--- src/axi_line_pkg.sv ---
package axi_line_pkg;

   // Byte address width on both the core and the L2 side
   localparam int ADDR_W = 32;

   // Byte address of a beat or of a line
   typedef logic [ADDR_W-1:0] addr_t;

   // Size code holds log2 of the bytes moved per beat
   typedef logic [2:0] size_t;

   // Length code holds the number of beats minus one
   typedef logic [7:0] len_t;

endpackage

--- src/line_fsm_pkg.sv ---
package line_fsm_pkg;

   // Write controller states
   typedef enum logic [2:0] {
      write_idle,
      write_gather,
      write_send,
      write_send_data,
      write_wait_l2,
      write_respond
   } write_state_t;

   // Read controller states
   typedef enum logic [1:0] {
      read_idle,
      read_request,
      read_wait_data,
      read_beat_out
   } read_state_t;

endpackage

--- src/write_gather.sv ---
module write_gather #(
   parameter int LINE_LOG2 = 6
) (
   input  logic                          clk,
   input  logic                          rstn,
   input  logic                          awvalid,
   output logic                          awready,
   input  axi_line_pkg::addr_t           awaddr,
   input  axi_line_pkg::size_t           awsize,
   input  axi_line_pkg::len_t            awlen,
   input  logic                          wvalid,
   output logic                          wready,
   input  logic [(8 << LINE_LOG2)-1:0]   wdata,
   input  logic [(1 << LINE_LOG2)-1:0]   wstrb,
   input  logic                          wlast,
   output logic                          bvalid,
   input  logic                          bready,
   output logic                          l2_awvalid,
   input  logic                          l2_awready,
   output axi_line_pkg::addr_t           l2_awaddr,
   output logic                          l2_wvalid,
   input  logic                          l2_wready,
   output logic [(8 << LINE_LOG2)-1:0]   l2_wdata,
   output logic [(1 << LINE_LOG2)-1:0]   l2_wstrb,
   input  logic                          l2_bvalid,
   output logic                          l2_bready
);
   import axi_line_pkg::*;
   import line_fsm_pkg::*;

   localparam int DATA_W = 8 << LINE_LOG2;
   localparam int STRB_W = 1 << LINE_LOG2;

   write_state_t         state;
   write_state_t         state_next;
   addr_t                wr_addr;
   addr_t                addr_next;
   size_t                wr_size;
   len_t                 wr_len;
   logic [LINE_LOG2:0]   beat_bytes;
   logic [LINE_LOG2-1:0] ofs;
   logic [STRB_W-1:0]    lane_mask;
   logic [STRB_W-1:0]    place_strb;
   logic [STRB_W-1:0]    line_strb;
   logic [DATA_W-1:0]    place_data;
   logic [DATA_W-1:0]    line_data;
   logic                 beat_fire;
   logic                 beat_last;
   logic                 line_close;
   logic                 last_line;
   logic                 w_sent;

   // Idle advertises wready but withdraws it if a beat shows up before its address
   assign awready = (state == write_idle);
   assign wready  = (state == write_gather) | ((state == write_idle) & ~wvalid);
   assign bvalid  = (state == write_respond);

   assign beat_fire  = wvalid & wready;
   assign beat_bytes = {{LINE_LOG2{1'b0}}, 1'b1} << wr_size;
   assign addr_next  = wr_addr + addr_t'(beat_bytes);
   assign beat_last  = wlast | (wr_len == '0);

   // The line closes on the last beat or when the next beat falls in another line
   assign line_close = beat_last |
                       (addr_next[ADDR_W-1:LINE_LOG2] != wr_addr[ADDR_W-1:LINE_LOG2]);

   // A narrow beat sits in the low lanes and is shifted to its place in the line
   assign ofs        = wr_addr[LINE_LOG2-1:0];
   assign lane_mask  = ~({STRB_W{1'b1}} << beat_bytes);
   assign place_strb = (wstrb & lane_mask) << ofs;
   assign place_data = wdata << {ofs, 3'b000};

   assign l2_awvalid = (state == write_send);
   assign l2_wvalid  = ((state == write_send) & ~w_sent) | (state == write_send_data);
   assign l2_wdata   = line_data;
   assign l2_wstrb   = line_strb;
   assign l2_bready  = 1'b1;

   always_comb begin
      state_next = state;
      case (state)
         write_idle: begin
            if (awvalid) state_next = write_gather;
         end
         write_gather: begin
            if (beat_fire & line_close) state_next = write_send;
         end
         write_send: begin
            // Data may go ahead of the address and is then remembered in w_sent
            if (l2_awready) begin
               if (l2_wready | w_sent) state_next = write_wait_l2;
               else state_next = write_send_data;
            end
         end
         write_send_data: begin
            if (l2_wready) state_next = write_wait_l2;
         end
         write_wait_l2: begin
            if (l2_bvalid) state_next = last_line ? write_respond : write_gather;
         end
         write_respond: begin
            if (bready) state_next = write_idle;
         end
         default: state_next = write_idle;
      endcase
   end

   always_ff @(posedge clk) begin
      if (!rstn) begin
         state     <= write_idle;
         w_sent    <= 1'b0;
         last_line <= 1'b0;
         line_strb <= '0;
      end else begin
         state <= state_next;
         if (state == write_send) w_sent <= w_sent | (l2_wvalid & l2_wready);
         else w_sent <= 1'b0;
         if (beat_fire & line_close) last_line <= beat_last;
         // Strobes restart empty once L2 has taken the line
         if (l2_wvalid & l2_wready) line_strb <= '0;
         else if (beat_fire) line_strb <= line_strb | place_strb;
      end
   end

   always_ff @(posedge clk) begin
      if (awvalid & awready) begin
         wr_addr <= awaddr;
         wr_size <= awsize;
         wr_len  <= awlen;
      end else if (beat_fire) begin
         wr_addr <= addr_next;
         wr_len  <= wr_len - 1'b1;
      end
      if (beat_fire & line_close) begin
         l2_awaddr <= {wr_addr[ADDR_W-1:LINE_LOG2], {LINE_LOG2{1'b0}}};
      end
      if (beat_fire) begin
         for (int i = 0; i < STRB_W; i++) begin
            if (place_strb[i]) line_data[8*i +: 8] <= place_data[8*i +: 8];
         end
      end
   end

endmodule

--- config.mk ---
export PLATFORM = sky130hd
export DESIGN_NAME = write_gather
export DESIGN_NICKNAME = d
export VERILOG_FILES = /design/src/axi_line_pkg.sv /design/src/line_fsm_pkg.sv /design/src/write_gather.sv
export SDC_FILE = /design/constraint.sdc
export NUM_CORES = 2
export LEC_CHECK = 0
export BUFFER_PORTS_ARGS = -buffer_cell sky130_fd_sc_hd__buf_2
export CAP_MARGIN = 25
export CORE_AREA = 8 8 473 475
export DETAILED_ROUTE_END_ITERATION = 8
export DIE_AREA = 0 0 481 483
export GPL_TIMING_DRIVEN = 0
export PLACE_DENSITY_LB_ADDON = 0.1
export SLEW_MARGIN = 20
export SYNTH_ARGS = -nofsm -noshare
export SYNTH_HDL_FRONTEND = slang
export SYNTH_SLANG_ARGS = --single-unit
export TNS_END_PERCENT = 10
--- constraint.sdc ---
create_clock -name clk -period 9.1 [get_ports clk]
set_input_delay 0.455 -clock clk [delete_from_list [all_inputs] [get_ports clk]]
set_output_delay 0.455 -clock clk [all_outputs]
set_load 0.01 [all_outputs]
; ---- After elaboration in Yosys (flattened, before gate mapping)
; Index checks and enable logic that the tools add are counted.
[op_classes]
n_reduce_logical = 70
n_bitwise = 18
n_addsub = 2
n_eq_ne = 12
shifts = 4
muxes = 13
[ops]
columns = operator, count
row1 = 512-bit by 9-bit left shift with 512-bit output, 1
row2 = 2-bit AND reduction, 65
row3 = 64-bit bitwise AND, 1
row4 = 32-bit 2-to-1 mux, 2
row5 = 64-bit inverter, 1
row6 = 64-bit bitwise OR, 1
row7 = 64-bit by 6-bit left shift with 64-bit output, 1
row8 = 64-bit by 7-bit left shift with 64-bit output (first input constant), 1
row9 = 32-bit by 7-bit adder with 32-bit output, 1
row10 = 26-bit inequality test, 1
row11 = 3-bit 2-to-1 mux, 8
row12 = 3-bit one-hot mux with 6 select lines, 1
row13 = 8-bit 2-to-1 mux, 2
row14 = 8-bit zero test, 1
row15 = 8-bit by 1-bit subtractor with 8-bit output (second input constant), 1
row16 = 1-bit by 3-bit left shift with 7-bit output (first input constant), 1
row17 = 1-bit bitwise AND, 6
row18 = 3-bit by 2-bit == test with 1-bit output (second input constant), 2
row19 = 3-bit == test (second input constant), 2
row20 = 2-bit by 1-bit inequality test with 1-bit output (second input constant), 3
row21 = 2-bit inequality test (second input constant), 3
row22 = 1-bit bitwise OR, 6
row23 = 6-bit AND reduction, 1
row24 = 3-bit by 1-bit == test with 1-bit output (second input constant), 1
row25 = 4 further kinds, 6
[word_totals]
output_inout_bits = 614
reg_bits = 650
input_bits = 628

; ---- Longest topological paths before layout
[depth]
word_depth = 7
depth_mapped = 12

; ---- Worst setup path after synthesis
; Ideal clock, no wire load.
[synth_timing]
path_kind = register to register
start = register wr_size[2]
end = register l2_awaddr[10], enable pin
arrival_ps = 3170
slack_ps = 5549
stages_incl_launch_ff = 12
period_less_slack_ps = 3551
n_path_buf = 3
cell_sequence = edfxtp_1 buf_6 clkbuf_1 clkbuf_1 nor3b_1 ha_1 or3_1 o2111ai_1 nand2_1 a211o_1 a41o_1 inv_1
[synth_between]
elab_chain_cells = 5
[synth_lines]
columns = element, line_no
row1 = "start, declared", write_gather.sv:38  ; size_t wr_size;
row2 = "start signal, assigned", write_gather.sv:128  ; wr_size <= awsize;
row3 = 1-bit by 3-bit left shift with 7-bit output, write_gather.sv:59  ; assign beat_bytes = {{LINE_LOG2{1'b0}}, 1'b1} << wr_size;
row4 = 32-bit by 7-bit adder with 32-bit output, write_gather.sv:60  ; assign addr_next = wr_addr + addr_t'(beat_bytes);
row5 = 26-bit inequality test, write_gather.sv:65  ; (addr_next[ADDR_W-1:LINE_LOG2] != wr_addr[ADDR_W-1:LINE_LOG2]);
row6 = 1-bit bitwise OR, write_gather.sv:64  ; assign line_close = beat_last |
row7 = 1-bit bitwise AND, write_gather.sv:134  ; if (beat_fire & line_close) begin
row8 = "end signal, assigned", write_gather.sv:135  ; l2_awaddr <= {wr_addr[ADDR_W-1:LINE_LOG2], {LINE_LOG2{1'b0}}};
row9 = "end, declared", write_gather.sv:20  ; output axi_line_pkg::addr_t l2_awaddr,
; Every way passes these cells.
; A chain may end at the register's enable or synchronous reset.

; ---- Worst setup path after layout
[layout_timing]
start = register wr_addr[3]
end = register line_data[400], in the netlist l2_wdata[400], data pin
[layout_between]
elab_chain_cells = 1
[layout_lines]
columns = element, line_no
row1 = "start, declared", write_gather.sv:36  ; addr_t wr_addr;
row2 = "start signal, assigned", write_gather.sv:127  ; wr_addr <= awaddr;
row3 = "start signal, assigned", write_gather.sv:131  ; wr_addr <= addr_next;
row4 = 512-bit by 9-bit left shift with 512-bit output, write_gather.sv:71  ; assign place_data = wdata << {ofs, 3'b000};
row5 = net place_data[400], write_gather.sv:45  ; logic [DATA_W-1:0] place_data;
row6 = "end signal, assigned by index", write_gather.sv:139  ; if (place_strb[i]) line_data[8*i +: 8] <= place_data[8*i +: 8];
row7 = "end, declared", write_gather.sv:46  ; logic [DATA_W-1:0] line_data;
; The timed path passes the listed nets, and every way through them passes these cells.

==> summary.txt <==
Outcome = complete, but fails checks
Failing checks = design-rule violations, max-capacitance violations
Initial Util = 26.0%
Via count = 67500
Peak VDD IR = 0.000327 V
I/O pin count = 1242
Ys flop type = edfxtp_1
Delay-heaviest family, CP = buffers and inverters
Yosys reg bits = 650
Antenna violations before repair = 282
Area occupied by multi-input gates = 35500 um2
Largest net degree at the start of global routing = 41
Final Hold Vio Count = 0
Critical-path cell list = buf_2 > clkbuf_1 > clkbuf_1 > clkbuf_2 > clkbuf_1 > nor2_1 > nor3_2 > nor3_1 > a21oi_1
Post-layout instance area = 72400 um2
Area grow syn2layout = 28.9%
Area post-placement = 68900 um2
Detail Route Antenna Nets = 0
Highest Clock Rate = 0.174 GHz
Placer Congestion = 1.12
Cell Pwr Density = 554 nW/um2
Sequential cell area = 18800 um2
Clock Tree Buf Depth = 3
Largest cells by area after synthesis = edfxtp_1 (31%), mux4_2 (22%), mux2_2 (9.2%)
Remaining routing DRC violations = 1
TritonCTS clock tree = yes
Largest fanout on the critical path = 11
Pre-CTS setup slack = 3.86 ns
Reg2reg end = l2_wdata[400]
Final period util = 63.1%
Routed len/inst = 63.6 um
Routed WL = 625000 um
Crit path time final = 5.74 ns
# H-tree levels = 3
Finish-stage setup viols = 0
Hold_sp = awaddr[28]
Worst endpoint data arrival time = 6.23 ns
Yosys top cell by area = edfxtp_1
Slew at the pin with the worst max-slew slack = 1.44 ns
Final worst-path setup slack = 3.36 ns
Synthesized area = 56100 um2
Vias per std cell = 6.87
Worst reg2reg path depth = 9
Setup TNS = 0 ns
Vias in the first global route = 62000
First-pass GRT wire length = 758000 um
WS Path Type = reg2reg
Post-synth ARST share = 0%
Fillcell total = 22500
Clock group share of total power = 8.2%
Max-slew violation count = 0
RSZ-0062 raised after global routing = no
Most frequent cells after synthesis = nor2_1 (720), edfxtp_1 (581), mux4_2 (558), nand2_1 (511), mux2_2 (460)
Total GRT Usage = 51.2%
YS warnings = 0
Top-count cell post-synth = nor2_1
Net Switching = 0.0259 W
Final #Nets = 7322
CTS Hold Bufs = 21
Leak = 27.2 nW
CP max stage cell = clkbuf_1
DRT iter0 DRCs = 12700
Critical path buffers and inverters = 5
Worst-path clk slew = 0.09 ns
Drt first pass iters = 9
Worst Setup End Kind = flop
Core Area = 216000 um2
Die Y = 483 um
Die ar. = 232000 um2
CP peak stage delay = 0.89 ns
Sw Ratio = 64.5%
Rows = 171
Synth top area share = 31.1%
Hold Path Cell Cnt = 3
Seq/Total Area, Yosys = 33.5%
CTS sink cnt = 650
Syn avg cell area = 10.9 um2
Overflow after GRT = 0
Number of flops mapped to enable cells by yosys = 581
Most frequent CP cell = clkbuf_1
Reg-to-reg setup timing slack = 3.36 ns
Worst Skew = 0.0862 ns
Post_cts resized = 0
Chip width = 481 um
Worst hold endpoint = wr_addr[28]
Flop pwr share = 11.0%
Post-Synthesis Cells = 5172
HPWL Detailed = 540000 um
FF-to-FF Start = wr_addr[3]
Number of buffers created by CTS = 76
Internal Power = 0.0142 W
Startpoint Class = flop
Fraction of layout cells with a size suffix above 1 = 44.3%
# Max-Cap Violations = 1
Clock Tree Root = clkbuf_16
Worst path required time = 9.59 ns
Hold WC Path Type = in2reg
# port buffers = 1234
Logic pwr share = 80.9%
Post-CTS setup buffer count = 0
Slew HR = 1.07%
Synth unique cells = 99
Total power = 0.0401 W
Latest clock arrival within the worst-skew pair = 0.83 ns
power by group through the flow:
stage	clock [W]	combinational [W]	sequential [W]
global route	0.00338	0.0308	0.00441
finish	0.00328	0.0324	0.00440
global placement	0	0.0286	0.00446
detailed placement	0	0.0297	0.00445
floorplan	0	0.0122	0.00445
CTS	0.00327	0.0298	0.00439
per-layer routing:
layer,track usage (%),part of all wire [%],vias to the layer above
li1,-,-,23500
met1,58.9,36,34900
met2,71.9,40,6879
met3,24.7,14,2066
met4,40.6,10,102
met5,1.06,0.25,-
logic make-up (layout without fill, tap and decap cells):
kind of cell | after synthesis | in the layout | share of synthesized area [%]
AND/OR/NAND/NOR | 1592 | 1592 | 12.1
multiplexers | 1338 | 1338 | 37.3
AO/OA/AOI/OAI | 997 | 997 | 11.8
flip-flops | 650 | 650 | 33.5
buffers and inverters | 556 | 2128 | 4.67
XOR/XNOR | 27 | 27 | 0.435
adder cells (fa/ha/maj) | 10 | 10 | 0.218
other | 2 | 230 | 0.0134
tightest hold or removal path, stage by stage:
cell and delay (ns):
buf_2 0.08, nor2_1 0.04, a31oi_1 0.13
worst max-delay path by stage:
stage / from / end / slack [ns] / depth (start not counted)
5_1_grt: wr_addr[3] / l2_wdata[400] / 3.78 / 9
3_5_place_dp: wr_addr[3] / l2_wdata[398] / 3.86 / 9
6_report: wr_addr[3] / l2_wdata[400] / 3.36 / 9
3_3_place_gp: wr_addr[2] / l2_wdata[372] / 0.37 / 7
2_1_floorplan: wr_size[2] / l2_awaddr[10] / 5.55 / 11
4_1_cts: wr_addr[3] / l2_wdata[398] / 3.82 / 9
metrics by stage:
stage,std cells,utilization [%],hold slack (ns)
final,9826,33.5,0.000496
after global routing,9692,33.3,0.00288
after CTS,9586,33.2,0.00204
after detailed placement,9423,31.9,0.439
after global placement,9265,30.5,0.437
after floorplan,5177,-,0.444
flip-flops by register name, summed over array words and instances, names as in the netlist:
name and cells:
last_line 1, state 3, l2_awaddr 26, l2_wstrb 64, wr_addr 32, l2_wdata 512, wr_len 8, wr_size 3
w_sent 1
placed cells by master (no fill, tap or decap), drive strengths merged, types with 45 or more instances in the layout:
master | synthesis | layout
a211oi | 48 | 48
a21oi | 178 | 178
a31oi | 58 | 58
buf | 235 | 1641
clkbuf | 270 | 380
dfxtp | 69 | 69
diode | 0 | 223
edfxtp | 581 | 581
inv | 50 | 55
mux2 | 462 | 462
mux2i | 318 | 318
mux4 | 558 | 558
nand2 | 511 | 511
nand3 | 45 | 45
nor2 | 721 | 721
nor3 | 153 | 153
o21a | 49 | 49
o21ai | 216 | 216
o22a | 61 | 61
o22ai | 130 | 130
cell type report:
type                    instances  share of cell area, %
well taps                    2854                   4.93
repair buffers               1430                   11.9
plain buffers                 505                   3.49
inverters                      51                  0.264
diodes                        223                  0.771
flip-flops and latches        650                   26.0
clock buffers                 107                   2.92
clock inverters                35                  0.582
multi-input cells            3971                   49.1
No activity file was read; power rests on OpenSTA's default activity.
